==> src/design/corePkg.sv <==
package corePkg;

	// Widths with a meaning of their own
	typedef logic [31:0] wordT;
	typedef logic [4:0] regAddrT;
	typedef logic [2:0] aluOpT;

	// First fetch address
	localparam wordT resetPc = 32'h0000_0000;

	// Major opcodes, instruction bits 6:0
	localparam logic [6:0] opRegReg = 7'b0110011;
	localparam logic [6:0] opImm = 7'b0010011;
	localparam logic [6:0] opLoad = 7'b0000011;
	localparam logic [6:0] opStore = 7'b0100011;
	localparam logic [6:0] opBranch = 7'b1100011;
	localparam logic [6:0] opJal = 7'b1101111;

	// ALU operations
	localparam aluOpT aluAdd = 3'd0;
	localparam aluOpT aluSub = 3'd1;
	localparam aluOpT aluAnd = 3'd2;
	localparam aluOpT aluOr = 3'd3;
	localparam aluOpT aluXor = 3'd4;
	localparam aluOpT aluSlt = 3'd5;

	// addi x0,x0,0 doubles as the pipeline bubble
	localparam wordT nop = 32'h0000_0013;

	// Decode/execute register
	typedef struct packed {
		logic valid;
		wordT pc;
		regAddrT rs1;
		regAddrT rs2;
		regAddrT rd;
		wordT operandA;
		wordT operandB;
		wordT imm;
		aluOpT aluOp;
		logic useImm;
		logic isLoad;
		logic isStore;
		logic isBranch;
		logic isJal;
		logic regWrite;
	} decodedT;

	// Execute/memory register, also the data port request
	typedef struct packed {
		logic valid;
		wordT result;
		wordT storeData;
		regAddrT rd;
		logic isLoad;
		logic isStore;
		logic regWrite;
	} executedT;

	typedef struct packed {
		logic enable;
		regAddrT rd;
		wordT data;
	} writebackT;

	typedef struct packed {
		logic valid;
		wordT target;
	} redirectT;

endpackage

==> src/design/registerFile.sv <==
`timescale 1ns/1ps

module registerFile (
	input logic clock,
	input logic reset,
	input corePkg::regAddrT readA,
	input corePkg::regAddrT readB,
	input corePkg::writebackT write,
	output corePkg::wordT dataA,
	output corePkg::wordT dataB
);

	corePkg::wordT registers [32];

	always_ff @(posedge clock or negedge reset) begin
		if (!reset) begin
			for (int i = 0; i < 32; i++) begin
				registers[i] <= '0;
			end
		end else if (write.enable && write.rd != '0) begin
			registers[write.rd] <= write.data;
		end
	end

	// Same-cycle write shows up on the read ports
	assign dataA = (readA == '0) ? '0 :
		(write.enable && write.rd == readA) ? write.data : registers[readA];
	assign dataB = (readB == '0) ? '0 :
		(write.enable && write.rd == readB) ? write.data : registers[readB];

endmodule

==> src/design/fetchUnit.sv <==
`timescale 1ns/1ps

module fetchUnit (
	input logic clock,
	input logic reset,
	input logic freeze,
	input logic holdFront,
	input logic flushDecode,
	input corePkg::redirectT redirect,
	input corePkg::wordT instrData,
	output corePkg::wordT instrAddr,
	output corePkg::wordT fetchPc,
	output corePkg::wordT fetchInstr
);

	corePkg::wordT programCounter;
	corePkg::wordT nextPc;

	// A taken branch or jal from execute wins over sequential fetch
	assign nextPc = redirect.valid ? redirect.target : programCounter + 32'd4;
	assign instrAddr = programCounter;

	always_ff @(posedge clock or negedge reset) begin
		if (!reset) begin
			programCounter <= corePkg::resetPc;
		end else if (!freeze && !holdFront) begin
			programCounter <= nextPc;
		end
	end

	// Fetch/decode register
	always_ff @(posedge clock or negedge reset) begin
		if (!reset) begin
			fetchPc <= corePkg::resetPc;
			fetchInstr <= corePkg::nop;
		end else if (!freeze) begin
			if (flushDecode) begin
				// Wrong-path instruction becomes a bubble
				fetchInstr <= corePkg::nop;
			end else if (!holdFront) begin
				fetchPc <= programCounter;
				fetchInstr <= instrData;
			end
		end
	end

endmodule

==> src/design/decodeUnit.sv <==
`timescale 1ns/1ps

module decodeUnit (
	input logic clock,
	input logic reset,
	input logic freeze,
	input logic bubbleExecute,
	input corePkg::wordT fetchPc,
	input corePkg::wordT fetchInstr,
	input corePkg::writebackT write,
	output corePkg::regAddrT sourceA,
	output corePkg::regAddrT sourceB,
	output corePkg::decodedT decoded
);

	logic [6:0] opcode;
	logic [2:0] funct3;
	logic [6:0] funct7;
	corePkg::regAddrT rs1;
	corePkg::regAddrT rs2;
	corePkg::regAddrT rd;
	corePkg::wordT immI;
	corePkg::wordT immS;
	corePkg::wordT immB;
	corePkg::wordT immJ;
	corePkg::wordT immediate;
	corePkg::wordT dataA;
	corePkg::wordT dataB;
	corePkg::aluOpT aluOp;
	logic known;
	logic usesA;
	logic usesB;
	logic useImm;
	logic isLoad;
	logic isStore;
	logic isBranch;
	logic isJal;
	logic writesRd;
	corePkg::decodedT nextDecoded;

	assign opcode = fetchInstr[6:0];
	assign funct3 = fetchInstr[14:12];
	assign funct7 = fetchInstr[31:25];
	assign rs1 = fetchInstr[19:15];
	assign rs2 = fetchInstr[24:20];
	assign rd = fetchInstr[11:7];

	assign immI = {{20{fetchInstr[31]}}, fetchInstr[31:20]};
	assign immS = {{20{fetchInstr[31]}}, fetchInstr[31:25], fetchInstr[11:7]};
	assign immB = {{19{fetchInstr[31]}}, fetchInstr[31], fetchInstr[7],
		fetchInstr[30:25], fetchInstr[11:8], 1'b0};
	assign immJ = {{11{fetchInstr[31]}}, fetchInstr[31], fetchInstr[19:12],
		fetchInstr[20], fetchInstr[30:21], 1'b0};

	always_comb begin
		known = 1'b1;
		usesA = 1'b0;
		usesB = 1'b0;
		useImm = 1'b0;
		isLoad = 1'b0;
		isStore = 1'b0;
		isBranch = 1'b0;
		isJal = 1'b0;
		writesRd = 1'b0;
		aluOp = corePkg::aluAdd;
		immediate = immI;
		case (opcode)
			corePkg::opRegReg: begin
				usesA = 1'b1;
				usesB = 1'b1;
				writesRd = 1'b1;
				case (funct3)
					3'b000: aluOp = funct7[5] ? corePkg::aluSub : corePkg::aluAdd;
					3'b010: aluOp = corePkg::aluSlt;
					3'b100: aluOp = corePkg::aluXor;
					3'b110: aluOp = corePkg::aluOr;
					3'b111: aluOp = corePkg::aluAnd;
					default: known = 1'b0;
				endcase
			end
			corePkg::opImm, corePkg::opLoad: begin
				usesA = 1'b1;
				useImm = 1'b1;
				writesRd = 1'b1;
				isLoad = (opcode == corePkg::opLoad);
			end
			corePkg::opStore: begin
				usesA = 1'b1;
				usesB = 1'b1;
				useImm = 1'b1;
				isStore = 1'b1;
				immediate = immS;
			end
			corePkg::opBranch: begin
				usesA = 1'b1;
				usesB = 1'b1;
				isBranch = 1'b1;
				immediate = immB;
			end
			corePkg::opJal: begin
				isJal = 1'b1;
				writesRd = 1'b1;
				immediate = immJ;
			end
			default: known = 1'b0;
		endcase
	end

	// Fields a format does not use never count as hazard sources
	assign sourceA = usesA ? rs1 : '0;
	assign sourceB = usesB ? rs2 : '0;

	registerFile u_registerFile (
		.clock(clock),
		.reset(reset),
		.readA(sourceA),
		.readB(sourceB),
		.write(write),
		.dataA(dataA),
		.dataB(dataB)
	);

	always_comb begin
		nextDecoded.valid = known;
		nextDecoded.pc = fetchPc;
		nextDecoded.rs1 = sourceA;
		nextDecoded.rs2 = sourceB;
		nextDecoded.rd = rd;
		nextDecoded.operandA = dataA;
		nextDecoded.operandB = dataB;
		nextDecoded.imm = immediate;
		nextDecoded.aluOp = aluOp;
		nextDecoded.useImm = useImm;
		nextDecoded.isLoad = known && isLoad;
		nextDecoded.isStore = known && isStore;
		nextDecoded.isBranch = known && isBranch;
		nextDecoded.isJal = known && isJal;
		// Writes to x0 are dropped here so forwarding never matches them
		nextDecoded.regWrite = known && writesRd && (rd != '0);
	end

	always_ff @(posedge clock or negedge reset) begin
		if (!reset) begin
			decoded <= '0;
		end else if (!freeze) begin
			decoded <= nextDecoded;
			if (bubbleExecute) begin
				decoded.valid <= 1'b0;
				decoded.isLoad <= 1'b0;
				decoded.isStore <= 1'b0;
				decoded.isBranch <= 1'b0;
				decoded.isJal <= 1'b0;
				decoded.regWrite <= 1'b0;
			end
		end
	end

endmodule

==> src/design/hazardControl.sv <==
`timescale 1ns/1ps

module hazardControl (
	input logic instrStall,
	input logic dataStall,
	input corePkg::decodedT decoded,
	input corePkg::regAddrT sourceA,
	input corePkg::regAddrT sourceB,
	input logic redirectValid,
	output logic freeze,
	output logic holdFront,
	output logic bubbleExecute,
	output logic flushDecode
);

	logic loadUse;

	// Load in execute feeding the instruction now in decode
	assign loadUse = decoded.valid && decoded.isLoad && (decoded.rd != '0) &&
		((decoded.rd == sourceA) || (decoded.rd == sourceB));

	// Either memory port stalling stops the whole pipeline
	assign freeze = instrStall || dataStall;

	// Priority is memory stall, then redirect, then load-use
	assign flushDecode = !freeze && redirectValid;
	assign bubbleExecute = !freeze && (redirectValid || loadUse);
	assign holdFront = !freeze && !redirectValid && loadUse;

endmodule

==> src/design/executeUnit.sv <==
`timescale 1ns/1ps

module executeUnit (
	input logic clock,
	input logic reset,
	input logic freeze,
	input corePkg::decodedT decoded,
	input corePkg::writebackT writeback,
	output corePkg::executedT executed,
	output corePkg::redirectT redirect
);

	corePkg::wordT operandA;
	corePkg::wordT operandB;
	corePkg::wordT aluB;
	corePkg::wordT aluResult;
	corePkg::wordT result;
	logic taken;

	// Newest producer first; a load in memory has no value yet
	function automatic corePkg::wordT forwardOperand(
		input corePkg::regAddrT source,
		input corePkg::wordT registered
	);
		corePkg::wordT value;
		value = registered;
		if (executed.valid && executed.regWrite && !executed.isLoad &&
				executed.rd == source) begin
			value = executed.result;
		end else if (writeback.enable && writeback.rd == source) begin
			value = writeback.data;
		end
		return value;
	endfunction

	assign operandA = forwardOperand(decoded.rs1, decoded.operandA);
	assign operandB = forwardOperand(decoded.rs2, decoded.operandB);
	assign aluB = decoded.useImm ? decoded.imm : operandB;

	always_comb begin
		case (decoded.aluOp)
			corePkg::aluSub: aluResult = operandA - aluB;
			corePkg::aluAnd: aluResult = operandA & aluB;
			corePkg::aluOr: aluResult = operandA | aluB;
			corePkg::aluXor: aluResult = operandA ^ aluB;
			corePkg::aluSlt: aluResult = {31'd0, $signed(operandA) < $signed(aluB)};
			default: aluResult = operandA + aluB;
		endcase
	end

	// jal links the return address
	assign result = decoded.isJal ? decoded.pc + 32'd4 : aluResult;

	assign taken = decoded.isJal || (decoded.isBranch && operandA == operandB);
	assign redirect.valid = decoded.valid && taken;
	assign redirect.target = decoded.pc + decoded.imm;

	always_ff @(posedge clock or negedge reset) begin
		if (!reset) begin
			executed <= '0;
		end else if (!freeze) begin
			executed.valid <= decoded.valid;
			executed.result <= result;
			executed.storeData <= operandB;
			executed.rd <= decoded.rd;
			executed.isLoad <= decoded.isLoad;
			executed.isStore <= decoded.isStore;
			executed.regWrite <= decoded.regWrite;
		end
	end

endmodule

==> src/design/resultUnit.sv <==
`timescale 1ns/1ps

module resultUnit (
	input logic clock,
	input logic reset,
	input logic freeze,
	input corePkg::executedT executed,
	input corePkg::wordT dataReadData,
	output corePkg::writebackT writeback
);

	logic writeValid;
	logic wasLoad;
	corePkg::regAddrT writeRd;
	corePkg::wordT aluResult;
	corePkg::wordT loadData;

	// Memory/writeback register, control part
	always_ff @(posedge clock or negedge reset) begin
		if (!reset) begin
			writeValid <= 1'b0;
			wasLoad <= 1'b0;
			writeRd <= '0;
		end else if (!freeze) begin
			writeValid <= executed.valid && executed.regWrite;
			wasLoad <= executed.isLoad;
			writeRd <= executed.rd;
		end
	end

	always_ff @(posedge clock) begin
		if (!freeze) begin
			aluResult <= executed.result;
			loadData <= dataReadData;
		end
	end

	assign writeback.enable = writeValid;
	assign writeback.rd = writeRd;
	assign writeback.data = wasLoad ? loadData : aluResult;

endmodule

==> src/design/pipelineCore.sv <==
`timescale 1ns/1ps

module pipelineCore (
	input logic clock,
	input logic reset,
	input logic instrStall,
	input logic dataStall,
	input corePkg::wordT instrData,
	input corePkg::wordT dataReadData,
	output corePkg::wordT instrAddr,
	output corePkg::wordT dataAddr,
	output corePkg::wordT dataWriteData,
	output logic dataRead,
	output logic dataWrite
);

	logic freeze;
	logic holdFront;
	logic bubbleExecute;
	logic flushDecode;
	corePkg::wordT fetchPc;
	corePkg::wordT fetchInstr;
	corePkg::regAddrT sourceA;
	corePkg::regAddrT sourceB;
	corePkg::decodedT decoded;
	corePkg::executedT executed;
	corePkg::redirectT redirect;
	corePkg::writebackT writeback;

	fetchUnit u_fetchUnit (
		.clock(clock),
		.reset(reset),
		.freeze(freeze),
		.holdFront(holdFront),
		.flushDecode(flushDecode),
		.redirect(redirect),
		.instrData(instrData),
		.instrAddr(instrAddr),
		.fetchPc(fetchPc),
		.fetchInstr(fetchInstr)
	);

	decodeUnit u_decodeUnit (
		.clock(clock),
		.reset(reset),
		.freeze(freeze),
		.bubbleExecute(bubbleExecute),
		.fetchPc(fetchPc),
		.fetchInstr(fetchInstr),
		.write(writeback),
		.sourceA(sourceA),
		.sourceB(sourceB),
		.decoded(decoded)
	);

	hazardControl u_hazardControl (
		.instrStall(instrStall),
		.dataStall(dataStall),
		.decoded(decoded),
		.sourceA(sourceA),
		.sourceB(sourceB),
		.redirectValid(redirect.valid),
		.freeze(freeze),
		.holdFront(holdFront),
		.bubbleExecute(bubbleExecute),
		.flushDecode(flushDecode)
	);

	executeUnit u_executeUnit (
		.clock(clock),
		.reset(reset),
		.freeze(freeze),
		.decoded(decoded),
		.writeback(writeback),
		.executed(executed),
		.redirect(redirect)
	);

	resultUnit u_resultUnit (
		.clock(clock),
		.reset(reset),
		.freeze(freeze),
		.executed(executed),
		.dataReadData(dataReadData),
		.writeback(writeback)
	);

	// Data port straight from the registered execute/memory stage
	assign dataAddr = executed.result;
	assign dataWriteData = executed.storeData;
	assign dataRead = executed.valid && executed.isLoad;
	assign dataWrite = executed.valid && executed.isStore;

endmodule

==> config.mk <==
export PLATFORM = sky130hd
export DESIGN_NAME = pipelineCore
export DESIGN_NICKNAME = d
export VERILOG_FILES = /design/src/design/corePkg.sv /design/src/design/registerFile.sv /design/src/design/fetchUnit.sv /design/src/design/decodeUnit.sv /design/src/design/hazardControl.sv /design/src/design/executeUnit.sv /design/src/design/resultUnit.sv /design/src/design/pipelineCore.sv
export SDC_FILE = /design/constraint.sdc
export NUM_CORES = 2
export LEC_CHECK = 0
export BUFFER_PORTS_ARGS = -buffer_cell sky130_fd_sc_hd__buf_2
export CAP_MARGIN = 20
export CORE_MARGIN = 4
export CORE_UTILIZATION = 36
export CTS_CLUSTER_SIZE = 10
export DETAILED_ROUTE_END_ITERATION = 7
export GPL_ROUTABILITY_DRIVEN = 1
export HOLD_SLACK_MARGIN = 0.08
export PLACE_DENSITY = 0.51
export SKIP_LAST_GASP = 1
export SYNTH_ARGS = -nofsm -noshare
export SYNTH_HDL_FRONTEND = slang
export SYNTH_SLANG_ARGS = --single-unit
==> constraint.sdc <==
create_clock -name clock -period 6.2 [get_ports clock]
set_input_delay 0.62 -clock clock [delete_from_list [all_inputs] [get_ports clock]]
set_output_delay 0.62 -clock clock [all_outputs]
set_load 0.02 [all_outputs]
==> impl_metrics.csv <==
group,metric,value,unit
outcome,outcome,"finished, final reports clean",
place,dp_slack,258,ps
place,dp.cells,12300,
synth,synth_largest_area_cell,"dfrtp_1",
run,max_cap_violations,0,
synth,yosys.cell_types.count,93,
global_route,grt_pass1_wl,512,mm
timing,min_period,5940,ps
place,hpwl,219,mm
cells_and_area,final_cells,12700,
place,dpl_cell_area,85200,um2
timing,finalCritPeriodShare,95.8,%
timing,setup_viol,0,
power,cellLeakagePower,37.9,nW
clock_tree,numCtsBuffers,172,
worst_setup_path,crit_top_cell,"buf_4",
place,globalplace.congestion,0.948,
worst_setup_path,crit_arrival,6670,ps
floorplan,start_util,36.2,%
clock_tree,root_buffer,"clkbuf_16",
global_route,grt_overflow,0,
worst_setup_path,cp_slowest_cell,"a2111oi_1",
timing,holdWs,176,ps
power,total_power,22.2,mW
cells_and_area,fillerInstances,22400,
timing,rsz0062_at_grt,"yes",
synth,synth.top_cell.area_share,41.3,%
timing,report.final.hold_viol_count,0,
cells_and_area,multiInputGateArea,41900,um2
synth,synth.top_cells.by_area,"dfrtp_1 (41%), nand2_1 (10%), a21oi_1 (5.3%)",
cells_and_area,post_route_cells_drive_above_1_share,9.43,%
synth,syn_area,81200,um2
timing,relSlewSlack,21.6,%
synth,synth-main-ff-cell,"dfrtp_1",
global_route,track_usage,29.5,%
worst_setup_path,cp_max_fo,28,
floorplan,num_io_pins,166,
worst_setup_path,start_kind,"flop",
synth,syn_nets,10000,
detailed_routing,vias_per_cell,5.99,
power,peakVddDrop,0.256,mV
synth,synth.most_common_cell,"nand2_1",
clock_tree,clock_sinks,1406,
detailed_routing,num_vias,75800,
detailed_routing,drt_iter0_drc,8557,
floorplan,rows,174,
synth,synth_edf_count,64,
worst_setup_path,worstPathRequired,6930,ps
clock_tree,cts_buffer_depth,3,
floorplan,coreArea,224000,um2
cells_and_area,area_growth,12.4,%
synth,ys_top_cells_by_count,"nand2_1 (2179), dfrtp_1 (1339), a21oi_1 (853)",
worst_setup_path,max_stage_delay,550,ps
detailed_routing,wl_per_cell,27.7,um
place,io_buffers,165,
detailed_routing,routed_wirelength,351,mm
clock_tree,cts_tree,"done",
global_route,grt_max_degree,177,
timing,worstMarginPinSlew,1180,ps
clock_tree,postCtsSetupBuffers,0,
global_route,grt_pass1_vias,73000,
synth,synthArstFlopShare,95.4,%
timing,fmaxAchievable,0.168,GHz
clock_tree,clk_pin_slew,50,ps
floorplan,die_h,483,um
cells_and_area,stdcell_area,91200,um2
cells_and_area,finalNetCount,9759,
floorplan,fp.dieW,483,um
synth,syn_inst,9834,
synth,avgSynthCellArea,8.25,um2
synth,synth_warnings,0,
global_route,antenna_found_initial,14,
power,cellPowerDensity,244,nW/um2
worst_setup_path,crit_path_end_kind,"flop",
worst_setup_path,path_class,"reg -> reg",
timing,drv_slew,0,
synth,ys_seq_elements,1406,
worst_hold_path,hold_path_class,"in -> reg",
detailed_routing,remaining_drc_errors,0,
timing,fin_skew,33.5,ps
worst_setup_path,path_cells,"xnor2_1 > and4_1 > buf_4 > nand3_1 > o21ai_0 > o21ai_0 > buf_4 > mux2_2 > ha_1 > a21o_1 > a21oi_1 > o21bai_1 > a2111oi_1 > buf_4 > o311a_1 > a211oi_1 > o31ai_1 > a21oi_1 > a221oi_1 > or3b_2 > a31oi_1",
timing,layout_setup_ws,263,ps
synth,yosysSeqAreaShare,43.8,%
detailed_routing,antenna_left,0,
clock_tree,insertion_delay,830,ps
clock_tree,cts_max_level,4,
cells_and_area,regArea,35500,um2
detailed_routing,dr.pass1.iters,6,
floorplan,die_area,233000,um2
[final timing paths]
kind	start	endpoint	slack (ps)	cells after the start
worst max-delay path	u_resultUnit.writeRd[0]$_DFFE_PN0P_	u_executeUnit.executed[71]$_DFFE_PN0P_	260	21
worst min-delay path	dataReadData[3]	u_resultUnit.loadData[3]$_DFFE_PP_	180	1
worst max register to register	u_resultUnit.writeRd[0]$_DFFE_PN0P_	u_executeUnit.executed[71]$_DFFE_PN0P_	260	21
worst min register to register	u_decodeUnit.u_registerFile.registers[993]$_DFFE_PN0P_	u_decodeUnit.u_registerFile.registers[993]$_DFFE_PN0P_	400	0
max in group asynchronous	reset	u_fetchUnit.fetchInstr[0]$_DFFE_PN1P_	4040	4
min in group asynchronous	reset	u_executeUnit.executed[70]$_DFFE_PN0P_	350	2
[placed cells by master (no fill, tap or decap), types with 32 or more instances in the layout]
cell           instances
o21ai_0              760
buf_12                39
xor2_1                43
mux4_2                65
a22o_1                63
mux2i_1              164
clkbuf_1              62
buf_2                164
dfrtp_1             1333
edfxtp_1              64
nor2_1               684
buf_4                246
nor2b_1              299
a31oi_1              328
o221ai_1              59
o22ai_1              133
a211oi_1             315
a221oi_1              52
a221o_1               33
nand3_1              373
mux2_1                32
dlygate4sd3_1         64
inv_1                132
xnor2_1               97
clkbuf_16            181
a21o_1                36
nand2_1             2152
ha_1                 129
mux2_2                34
a21oi_1              852
a311oi_1              72
nor3_1                52
[critical path, delay by kind of cell, from the launching register on]
| family | cells | cell delay [ps] |
|---|---|---|
| xor gates and xnor gates | 1 | 200 |
| buffers and inverters | 3 | 760 |
| DFF | 1 | 440 |
| adders and majority gates | 1 | 270 |
| and+or+nand+nor | 3 | 1040 |
| AOI/OAI and AO/OA | 12 | 2860 |
| muxes | 1 | 270 |
[layout make-up]
class	instances	area share (%)
multi-input cells	7329	46.0
flip-flops and latches	1406	38.9
clock buffers	263	5.52
repair buffers	516	4.55
well taps	2992	4.10
inverters	134	0.557
clock inverters	17	0.313
diodes	5	0.0137
[flip-flops by register name, indices dropped and copies added, names as in the netlist]
name,cells
u_fetchUnit.instrAddr,32
u_resultUnit.writeValid,1
u_resultUnit.wasLoad,1
u_fetchUnit.fetchPc,32
u_executeUnit.executed,73
u_decodeUnit.u_registerFile.registers,1024
u_decodeUnit.decoded,142
u_resultUnit.writeRd,5
u_fetchUnit.fetchInstr,32
u_resultUnit.loadData,32
u_resultUnit.aluResult,32
[where the power goes]
| part | internal, mW | switching (mW) | total [mW] |
|---|---|---|---|
| combinational | 0.791 | 1.82 | 2.61 |
| clock | 5.78 | 4.11 | 9.89 |
| sequential | 9.40 | 0.352 | 9.75 |
| total | 16.0 | 6.28 | 22.2 |
[layer usage]
layer | global-route usage [%] | routed length, um
met1 | 42.2 | 155000
met2 | 43.2 | 148000
met3 | 5.97 | 31500
met4 | 12.5 | 16300
met5 | 0 | 54
[stage by stage]
| stage | utilization (%) | TNS (ps) |
|---|---|---|
| final | 40.6 | 0 |
| after global routing | 40.6 | -35.4 |
| after CTS | 40.6 | 0 |
| after detailed placement | 38.0 | 0 |
| after global placement | 37.9 | 0 |
| after floorplan | - | 0 |
[repair_timing]
action / CTS / global route
endpoints found under the hold margin: 129 / 0
endpoints found under the setup margin: 0 / 25
hold buffers: 64 / 0
resized for setup: 0 / 6
[kinds of logic (layout without fill, tap and decap cells)]
group	after synthesis	in the layout	synth area share, %
multiplexers	327	327	5.14
buffers and inverters	1099	930	5.49
AO/OA/AOI/OAI	2958	2958	22.4
other	0	5	0
XOR/XNOR	140	140	1.51
adder cells (fa/ha/maj)	132	132	2.06
flip-flops	1406	1406	43.8
AND/OR/NAND/NOR	3772	3772	19.7
(Power assumes the default switching activity.)
